[src/sys86_video_config.svh]
`ifndef SYS86_VIDEO_CONFIG_SVH
`define SYS86_VIDEO_CONFIG_SVH

////////////////////////////////////////
// pixel clock
////////////////////////////////////////

// master clocks per pixel, 48 MHz down to 6 MHz
`define PIX_DIV 8

////////////////////////////////////////
// raster geometry, shrunk for simulation
////////////////////////////////////////

// pixels per line and visible pixels
`define H_TOTAL 48
`define H_ACTIVE 32
// hsync window, start inclusive and end exclusive
`define HSYNC_START 36
`define HSYNC_END 40

// lines per frame and visible lines
`define V_TOTAL 20
`define V_ACTIVE 16
// vsync window
`define VSYNC_START 17
`define VSYNC_END 19

// pen value of a see-through dot
`define TRANSPARENT_PEN 7
// pixel strobes from dot sample to color out
`define PIPE_DEPTH 3

`endif

[src/sys86_video_pkg.sv]
`include "sys86_video_config.svh"

package sys86_video_pkg;

	////////////////////////////////////////
	// pixel data
	////////////////////////////////////////

	// color index of one dot
	// low 3 bits hold the pen
	typedef logic [7:0] color_index_t;

	// one native color gun, 4 bits
	typedef logic [3:0] component_t;

	// palette word
	// red in [11:8], green in [7:4], blue in [3:0]
	typedef logic [11:0] rgb444_t;

	////////////////////////////////////////
	// raster position
	////////////////////////////////////////

	// sized from the totals so a bigger raster still fits
	typedef logic [$clog2(`H_TOTAL)-1:0] hpos_t;
	typedef logic [$clog2(`V_TOTAL)-1:0] vpos_t;

endpackage

[src/raster_timing.sv]
`timescale 1ns/1ps
`include "sys86_video_config.svh"

module raster_timing (
	input  logic                   clk,
	input  logic                   rst_n,
	output logic                   pix_en,
	output sys86_video_pkg::hpos_t hpos,
	output sys86_video_pkg::vpos_t vpos,
	output logic                   hblank_n,
	output logic                   vblank_n,
	output logic                   hsync_n,
	output logic                   vsync_n
);
	import sys86_video_pkg::*;

	localparam int DIV_W = $clog2(`PIX_DIV);
	localparam logic [DIV_W-1:0] DIV_LAST = DIV_W'(`PIX_DIV - 1);

	logic [DIV_W-1:0] div_cnt;
	hpos_t h_next;
	vpos_t v_next;

	////////////////////////////////////////
	// pixel strobe divider
	////////////////////////////////////////

	// strobe is registered off the wrap, one clock late
	always_ff @(posedge clk) begin
		if (!rst_n) begin
			div_cnt <= '0;
			pix_en <= 1'b0;
		end else begin
			pix_en <= (div_cnt == DIV_LAST);
			if (div_cnt == DIV_LAST) begin
				div_cnt <= '0;
			end else begin
				div_cnt <= div_cnt + 1'b1;
			end
		end
	end

	////////////////////////////////////////
	// raster counters
	////////////////////////////////////////

	// next position, vertical steps on line wrap
	always_comb begin
		h_next = hpos + 1'b1;
		v_next = vpos;
		if (hpos == hpos_t'(`H_TOTAL - 1)) begin
			h_next = '0;
			if (vpos == vpos_t'(`V_TOTAL - 1)) begin
				v_next = '0;
			end else begin
				v_next = vpos + 1'b1;
			end
		end
	end

	// reset parks on the last dot so the first strobe lands on 0,0
	// levels come from the next position to stay in step with it
	always_ff @(posedge clk) begin
		if (!rst_n) begin
			hpos <= hpos_t'(`H_TOTAL - 1);
			vpos <= vpos_t'(`V_TOTAL - 1);
			hblank_n <= 1'b0;
			vblank_n <= 1'b0;
			hsync_n <= 1'b1;
			vsync_n <= 1'b1;
		end else if (pix_en) begin
			hpos <= h_next;
			vpos <= v_next;
			hblank_n <= (h_next < `H_ACTIVE);
			vblank_n <= (v_next < `V_ACTIVE);
			hsync_n <= !((h_next >= `HSYNC_START) && (h_next < `HSYNC_END));
			vsync_n <= !((v_next >= `VSYNC_START) && (v_next < `VSYNC_END));
		end
	end

	// strobe is a single clock wide
	a_pix_en_single: assert property (@(posedge clk) disable iff (!rst_n)
		pix_en |=> !pix_en);

	// horizontal count never runs past the line
	a_hpos_range: assert property (@(posedge clk) disable iff (!rst_n)
		hpos < `H_TOTAL);

endmodule

[src/layer_priority.sv]
`timescale 1ns/1ps
`include "sys86_video_config.svh"

module layer_priority (
	input  logic                          clk,
	input  logic                          rst_n,
	input  logic                          pix_en,
	input  sys86_video_pkg::color_index_t fg_dot,
	input  sys86_video_pkg::color_index_t bg_dot,
	input  logic                          layer_swap,
	input  logic                          back_color_we,
	input  sys86_video_pkg::color_index_t back_color,
	input  logic                          hblank_n,
	input  logic                          vblank_n,
	input  logic                          hsync_n,
	input  logic                          vsync_n,
	output sys86_video_pkg::color_index_t mix_index,
	output logic                          hblank_d_n,
	output logic                          vblank_d_n,
	output logic                          hsync_d_n,
	output logic                          vsync_d_n
);
	import sys86_video_pkg::*;

	localparam logic [2:0] PEN_CLEAR = 3'(`TRANSPARENT_PEN);

	color_index_t back_latch;
	color_index_t top_dot;
	color_index_t low_dot;
	color_index_t sel_index;

	// back color latch, loads on any clock
	always_ff @(posedge clk) begin
		if (!rst_n) begin
			back_latch <= '0;
		end else if (back_color_we) begin
			back_latch <= back_color;
		end
	end

	// swap puts the background on top
	assign top_dot = layer_swap ? bg_dot : fg_dot;
	assign low_dot = layer_swap ? fg_dot : bg_dot;

	// see-through pens fall to the next layer down
	always_comb begin
		if (top_dot[2:0] != PEN_CLEAR) begin
			sel_index = top_dot;
		end else if (low_dot[2:0] != PEN_CLEAR) begin
			sel_index = low_dot;
		end else begin
			sel_index = back_latch;
		end
	end

	////////////////////////////////////////
	// first pipeline register
	////////////////////////////////////////

	always_ff @(posedge clk) begin
		if (!rst_n) begin
			mix_index <= '0;
			hblank_d_n <= 1'b0;
			vblank_d_n <= 1'b0;
			hsync_d_n <= 1'b1;
			vsync_d_n <= 1'b1;
		end else if (pix_en) begin
			mix_index <= sel_index;
			hblank_d_n <= hblank_n;
			vblank_d_n <= vblank_n;
			hsync_d_n <= hsync_n;
			vsync_d_n <= vsync_n;
		end
	end

	// a clear pen only gets out as the back color of that sample
	a_clear_is_back: assert property (@(posedge clk) disable iff (!rst_n)
		$past(pix_en) && (mix_index[2:0] == PEN_CLEAR) |-> mix_index == $past(back_latch));

endmodule

[src/palette_lookup.sv]
`timescale 1ns/1ps

module palette_lookup (
	input  logic                          clk,
	input  logic                          rst_n,
	input  logic                          pix_en,
	input  sys86_video_pkg::color_index_t mix_index,
	input  logic                          pal_we,
	input  sys86_video_pkg::color_index_t pal_addr,
	input  sys86_video_pkg::rgb444_t      pal_data,
	input  logic                          hblank_d_n,
	input  logic                          vblank_d_n,
	input  logic                          hsync_d_n,
	input  logic                          vsync_d_n,
	output sys86_video_pkg::rgb444_t      pal_rgb,
	output logic                          hblank_dd_n,
	output logic                          vblank_dd_n,
	output logic                          hsync_dd_n,
	output logic                          vsync_dd_n
);
	import sys86_video_pkg::*;

	localparam int PAL_DEPTH = 2 ** $bits(color_index_t);

	// one word per color index
	rgb444_t pal_ram [PAL_DEPTH];

	////////////////////////////////////////
	// host write port
	////////////////////////////////////////

	// single clock strobe, contents undefined until loaded
	always_ff @(posedge clk) begin
		if (pal_we) begin
			pal_ram[pal_addr] <= pal_data;
		end
	end

	////////////////////////////////////////
	// registered read
	////////////////////////////////////////

	// same clock as a write to that address sees the old word
	always_ff @(posedge clk) begin
		if (!rst_n) begin
			pal_rgb <= '0;
			hblank_dd_n <= 1'b0;
			vblank_dd_n <= 1'b0;
			hsync_dd_n <= 1'b1;
			vsync_dd_n <= 1'b1;
		end else if (pix_en) begin
			pal_rgb <= pal_ram[mix_index];
			hblank_dd_n <= hblank_d_n;
			vblank_dd_n <= vblank_d_n;
			hsync_dd_n <= hsync_d_n;
			vsync_dd_n <= vsync_d_n;
		end
	end

endmodule

[src/video_output.sv]
`timescale 1ns/1ps

module video_output (
	input  logic                        clk,
	input  logic                        rst_n,
	input  logic                        pix_en,
	input  sys86_video_pkg::rgb444_t    pal_rgb,
	input  logic                        hblank_n,
	input  logic                        vblank_n,
	input  logic                        hsync_n,
	input  logic                        vsync_n,
	output sys86_video_pkg::component_t conn_j2_red,
	output sys86_video_pkg::component_t conn_j2_green,
	output sys86_video_pkg::component_t conn_j2_blue,
	output logic                        conn_j2_sync,
	output logic [7:0]                  vid_red,
	output logic [7:0]                  vid_green,
	output logic [7:0]                  vid_blue,
	output logic                        vid_hsync_n,
	output logic                        vid_vsync_n,
	output logic                        vid_hblank_n,
	output logic                        vid_vblank_n,
	output logic                        vid_pix
);
	import sys86_video_pkg::*;

	logic       blank;
	component_t red_m;
	component_t green_m;
	component_t blue_m;

	// either blank kills the guns
	assign blank = !(hblank_n && vblank_n);
	assign red_m = blank ? '0 : pal_rgb[11:8];
	assign green_m = blank ? '0 : pal_rgb[7:4];
	assign blue_m = blank ? '0 : pal_rgb[3:0];

	////////////////////////////////////////
	// output register
	////////////////////////////////////////

	// composite sync is low while either sync is low
	always_ff @(posedge clk) begin
		if (!rst_n) begin
			conn_j2_red <= '0;
			conn_j2_green <= '0;
			conn_j2_blue <= '0;
			conn_j2_sync <= 1'b1;
			vid_hsync_n <= 1'b1;
			vid_vsync_n <= 1'b1;
			vid_hblank_n <= 1'b0;
			vid_vblank_n <= 1'b0;
		end else if (pix_en) begin
			conn_j2_red <= red_m;
			conn_j2_green <= green_m;
			conn_j2_blue <= blue_m;
			conn_j2_sync <= hsync_n & vsync_n;
			vid_hsync_n <= hsync_n;
			vid_vsync_n <= vsync_n;
			vid_hblank_n <= hblank_n;
			vid_vblank_n <= vblank_n;
		end
	end

	// nibble repeated so full scale maps to 8'hff
	assign vid_red = {conn_j2_red, conn_j2_red};
	assign vid_green = {conn_j2_green, conn_j2_green};
	assign vid_blue = {conn_j2_blue, conn_j2_blue};

	// pixel strobe for the capture side
	assign vid_pix = pix_en;

	// blanked output carries no color
	a_blank_black: assert property (@(posedge clk) disable iff (!rst_n)
		!(vid_hblank_n && vid_vblank_n) |-> (vid_red | vid_green | vid_blue) == 8'h00);

endmodule

[src/sys86_video.sv]
`timescale 1ns/1ps

module sys86_video (
	input  logic                          clk,
	input  logic                          rst_n,
	input  sys86_video_pkg::color_index_t fg_dot,
	input  sys86_video_pkg::color_index_t bg_dot,
	input  logic                          layer_swap,
	input  logic                          back_color_we,
	input  sys86_video_pkg::color_index_t back_color,
	input  logic                          pal_we,
	input  sys86_video_pkg::color_index_t pal_addr,
	input  sys86_video_pkg::rgb444_t      pal_data,
	output sys86_video_pkg::component_t   conn_j2_red,
	output sys86_video_pkg::component_t   conn_j2_green,
	output sys86_video_pkg::component_t   conn_j2_blue,
	output logic                          conn_j2_sync,
	output logic [7:0]                    vid_red,
	output logic [7:0]                    vid_green,
	output logic [7:0]                    vid_blue,
	output logic                          vid_hsync_n,
	output logic                          vid_vsync_n,
	output logic                          vid_hblank_n,
	output logic                          vid_vblank_n,
	output logic                          vid_pix
);
	import sys86_video_pkg::*;

	logic pix_en;
	// raster levels, one set per pipeline stage
	logic hblank_n, vblank_n, hsync_n, vsync_n;
	logic hblank_d_n, vblank_d_n, hsync_d_n, vsync_d_n;
	logic hblank_dd_n, vblank_dd_n, hsync_dd_n, vsync_dd_n;
	color_index_t mix_index;
	rgb444_t pal_rgb;

	////////////////////////////////////////
	// video pipeline
	////////////////////////////////////////

	// position taps left open, reachable as u_raster.hpos and u_raster.vpos
	raster_timing u_raster (
		.clk(clk), .rst_n(rst_n), .pix_en(pix_en), .hpos(), .vpos(),
		.hblank_n(hblank_n), .vblank_n(vblank_n), .hsync_n(hsync_n), .vsync_n(vsync_n)
	);

	layer_priority u_priority (
		.clk(clk), .rst_n(rst_n), .pix_en(pix_en),
		.fg_dot(fg_dot), .bg_dot(bg_dot), .layer_swap(layer_swap),
		.back_color_we(back_color_we), .back_color(back_color),
		.hblank_n(hblank_n), .vblank_n(vblank_n), .hsync_n(hsync_n), .vsync_n(vsync_n),
		.mix_index(mix_index),
		.hblank_d_n(hblank_d_n), .vblank_d_n(vblank_d_n),
		.hsync_d_n(hsync_d_n), .vsync_d_n(vsync_d_n)
	);

	palette_lookup u_palette (
		.clk(clk), .rst_n(rst_n), .pix_en(pix_en), .mix_index(mix_index),
		.pal_we(pal_we), .pal_addr(pal_addr), .pal_data(pal_data),
		.hblank_d_n(hblank_d_n), .vblank_d_n(vblank_d_n),
		.hsync_d_n(hsync_d_n), .vsync_d_n(vsync_d_n),
		.pal_rgb(pal_rgb),
		.hblank_dd_n(hblank_dd_n), .vblank_dd_n(vblank_dd_n),
		.hsync_dd_n(hsync_dd_n), .vsync_dd_n(vsync_dd_n)
	);

	video_output u_output (
		.clk(clk), .rst_n(rst_n), .pix_en(pix_en), .pal_rgb(pal_rgb),
		.hblank_n(hblank_dd_n), .vblank_n(vblank_dd_n),
		.hsync_n(hsync_dd_n), .vsync_n(vsync_dd_n),
		.conn_j2_red(conn_j2_red), .conn_j2_green(conn_j2_green),
		.conn_j2_blue(conn_j2_blue), .conn_j2_sync(conn_j2_sync),
		.vid_red(vid_red), .vid_green(vid_green), .vid_blue(vid_blue),
		.vid_hsync_n(vid_hsync_n), .vid_vsync_n(vid_vsync_n),
		.vid_hblank_n(vid_hblank_n), .vid_vblank_n(vid_vblank_n),
		.vid_pix(vid_pix)
	);

endmodule

[config.mk]
export PLATFORM = sky130hd
export DESIGN_NAME = sys86_video
export DESIGN_NICKNAME = d
export VERILOG_FILES = /design/src/sys86_video_pkg.sv /design/src/raster_timing.sv /design/src/layer_priority.sv /design/src/palette_lookup.sv /design/src/video_output.sv /design/src/sys86_video.sv
export VERILOG_INCLUDE_DIRS = /design/src
export SDC_FILE = /design/constraint.sdc
export NUM_CORES = 2
export LEC_CHECK = 0
export ABC_AREA = 1
export BUFFER_PORTS_ARGS = -buffer_cell sky130_fd_sc_hd__buf_2
export CORE_MARGIN = 2
export CORE_UTILIZATION = 40
export CTS_CLUSTER_SIZE = 25
export DETAILED_ROUTE_END_ITERATION = 8
export SLEW_MARGIN = 20
export SYNTH_ARGS = -nofsm -noshare
export SYNTH_HDL_FRONTEND = slang
export SYNTH_HIERARCHICAL = 1
export SYNTH_SLANG_ARGS = --single-unit
export TNS_END_PERCENT = 10
[constraint.sdc]
create_clock -name clk -period 2.35 [get_ports clk]
set_input_delay 0.47 -clock clk [delete_from_list [all_inputs] [get_ports clk]]
set_output_delay 0.47 -clock clk [all_outputs]
set_load 0.03 [all_outputs]
==> results.py <==
metrics = {
    "die": {
        "coreArea_sq_um": 318000,
        "std_cell_rows": 207,
        "die_h_um": 570,
        "pin_count": 91,
        "die_x_um": 570,
        "die_area_sq_um": 325000,
        "start_util": 0.402,
    },
    "placement": {
        "gp_congestion": 0.921,
        "hpwl_um": 240000,
        "portBuffers": 90,
        "placed_area_sq_um": 140000,
    },
    "min_path": {
        "min_path_cells": 3,
        "holdCritPathClass": "in -> reg",
    },
    "critical_path": {
        "endpoint_kind": "flop",
        "crit_type": "reg -> reg",
        "reg2reg_slack_ns": -0.14,
        "timing.rr.start": "u_priority/mix_index[3]",
        "crit_arrival_ns": 3.31,
        "worstPathMaxFanout": 19,
        "critPathLaunch": "u_priority/mix_index[3]",
        "cp_common_cell": "nand3_1",
        "cp_slowest_stage_delay_ns": 0.46,
        "critPathSlowestCell": "dfxtp_4",
        "path_cells": "inv_6, buf_6, buf_4, nand3_1, nand3_1, nand3_1, nand3_2, buf_6, nand2_4, nand2_4, nand3_2, nand2_2, inv_1",
        "startpoint_type": "flop",
        "required_ns": 3.17,
        "crit_end": "u_palette/pal_rgb[0]",
        "r2r_cells": 13,
        "timing.rr.end": "u_palette/pal_rgb[0]",
    },
    "final_layout": {
        "drive_gt1_frac": 0.180,
        "stdcell_area_sq_um": 156000,
        "area_growth_pct": 21.9,
        "final_nets": 11500,
        "layout_commonest_cell": "nand2_1",
        "fin_util": 0.490,
        "final_cell_mix": "3236 x nand2_1, 3072 x edfxtp_1, 2525 x nand3_1, 562 x buf_4, 446 x nand3_2",
    },
    "logic_synthesis": {
        "synthMuxAreaShare": 0,
        "ys_async_sr_fraction": 0,
        "ys_ff_latch": 3144,
        "synth_fa_ha_area_frac": 0.000489,
        "yosys.area_share.simple": 0.228,
        "syn_avg_cell_area_sq_um": 11.8,
        "synthCells": 10800,
        "synth_edf_count": 3072,
        "syn-cell-area_sq_um": 128000,
        "synthXorXnorAreaFrac": 0.0000684,
        "synth_flop_cell": "edfxtp_1",
        "synth_top_family_by_area": "simple AND/OR/NAND/NOR gates",
        "synth_compound_area_frac": 0.00330,
        "yosysUniqueCellTypes": 35,
        "ys_warn_count": 6,
        "synth_seq_area_share": 0.732,
        "syn-num-nets": 10900,
    },
    "grt": {
        "grt_pass1_vias": 84500,
        "grt_antenna_before_repair": 22,
        "grt_usage": 0.237,
        "grt_first_pass_wirelength_um": 572000,
        "grt_max_degree": 101,
        "grt_remaining_overflow": 0,
    },
    "clocking": {
        "clkTransAtPathRegs_ns": 0.06,
        "clkSinkCount": 3144,
        "clk_latency_ns": 0.91,
        "h-tree-depth": 5,
        "cts_tree": "built",
        "clockBufferDepth": 4,
        "cts_buffers": 327,
        "cts-root-buf": "clkbuf_16",
    },
    "route": {
        "firstDrtPassIters": 6,
        "drc": 0,
        "avgRoutedWirePerCell_um": 25.2,
        "vias": 89600,
        "drtIter0Drc": 12800,
        "vias_per_cell": 5.63,
        "drtAntennaViolNets": 0,
        "wirelength_um": 400000,
    },
    "power_and_ir_drop": {
        "peakVddDrop_mv": 0.590,
        "p_leak_nw": 55.6,
        "p_per_area_nw_per_um2": 739,
    },
    "sta": {
        "fin_crit_sh": 1.06,
        "grt_setup_unrepaired": "true",
        "skew_ns": 0.0717,
        "postLayoutSetupSlackWorst_ns": -0.145,
        "fmax_mhz": 401,
        "slew_headroom": 0.460,
        "maxSlewViolCount": 0,
        "period_minus_slack_ns": 2.49,
        "setup_viol": 12,
        "hold_viol": 0,
        "hold_ws_ns": 0.0387,
        "worstMarginPinSlew_ns": 0.810,
    },
    "status": {
        "run_status": "complete, but fails checks",
        "failed_checks": "setup timing",
    },
    "flow_run": {
        "max-cap-violations": 0,
    },
}
-- critical path, delay by kind of cell (launching register included) --
kind                   cells  cell delay, ns
and+or+nand+nor            8            0.84
DFF                        1            0.46
buffers and inverters      5            1.05
-- cells in the mapped netlist, drive strengths merged, types with 2 or more instances --
cell | number | area [sq um]
buf | 631 | 3820
inv | 98 | 375
o21ai | 41 | 220
edfxtp | 3072 | 92200
nor3 | 2 | 10.0
ha | 5 | 62.6
nand4 | 3 | 18.8
clkbuf | 126 | 473
nand3 | 3073 | 15400
dfxtp | 72 | 1440
nand2 | 3278 | 12300
a21oi | 33 | 165
o211ai | 2 | 15.0
nor2 | 376 | 1430
clkinv | 4 | 15.0
-- metal layers --
metal | up-vias | wire [um] | global-route usage
li1 | 39700 | - | -
met1 | 44300 | 159000 | 0.322
met2 | 4868 | 189000 | 0.378
met3 | 736 | 36600 | 0.0389
met4 | 0 | 16100 | 0.0945
met5 | - | 0 | 0
-- where the power goes --
part | switching [mW] | total, mW | internal (mW)
Sequential | 0.0423 | 61.7 | 61.6
Clock | 21.8 | 51.1 | 29.3
Combinational | 2.00 | 2.61 | 0.604
Total | 23.8 | 115 | 91.6
-- stage by stage --
stage / worst slack (ns) / total power [mW] / cells / setup TNS [ns]
final: -0.145 / 115 / 15900 / -1.34
after global routing: -0.196 / 118 / 15900 / -2.13
after CTS: -0.205 / 116 / 15900 / -2.11
after detailed placement: -0.647 / 65.3 / 15200 / -6.19
after global placement: -0.688 / 65.2 / 15200 / -6.13
after floorplan: 0.201 / 63.4 / 10800 / 0
-- area by class of cell --
class / count / area [sq um]
repair inverters: 2 / 20.0
fillers: 27100 / 162000
clock buffers: 402 / 8570
clock inverters: 187 / 1890
flip-flops and latches: 3144 / 93700
well taps: 4180 / 5230
inverters: 102 / 445
multi-input cells: 6818 / 33300
diodes: 6 / 15.0
repair buffers: 1069 / 12900
-- how the worst min path moves through the flow --
stage	startpoint	end	slack (ns)
finish	back_color_we	u_priority/back_latch[0]	0.04
global route	pal_data[6]	u_palette/pal_ram[80][6]	0.04
CTS	back_color_we	u_priority/back_latch[4]	0.001
detailed placement	u_raster/div_cnt[0]	u_raster/div_cnt[0]	0.42
global placement	u_raster/div_cnt[0]	u_raster/div_cnt[0]	0.40
floorplan	u_raster/div_cnt[0]	u_raster/div_cnt[0]	0.40
-- what timing repair did --
| action | 4_1_cts | 5_1_grt |
|---|---|---|
| setup buffers | 19 | 19 |
| hold endpoints to repair | 127 | 0 |
| hold buffers | 24 | 0 |
| pin swaps | 4 | 176 |
| setup endpoints to repair | 13 | 13 |
| resized for setup | 172 | 650 |
| cloned | 22 | 24 |
-- registers in the layout, indices dropped and copies added (netlist names), 3 cells and up --
| signal | cells |
|---|---|
| u_raster/vpos | 5 |
| u_palette/pal_ram | 3072 |
| u_raster/div_cnt | 3 |
| u_output/conn_j2_green | 4 |
| u_priority/mix_index | 8 |
| u_priority/back_latch | 8 |
| u_output/conn_j2_red | 4 |
| u_raster/hpos | 6 |
| u_palette/pal_rgb | 12 |
| u_output/conn_j2_blue | 4 |
-- cells by family after synthesis --
logic type / after synthesis
AND/OR/NAND/NOR: 6733
flip-flops: 3144
buffers and inverters: 859
AO/OA/AOI/OAI: 79
adder cells (fa/ha/maj): 5
XOR/XNOR: 1
Note: power is estimated with default switching activity, not from simulation.
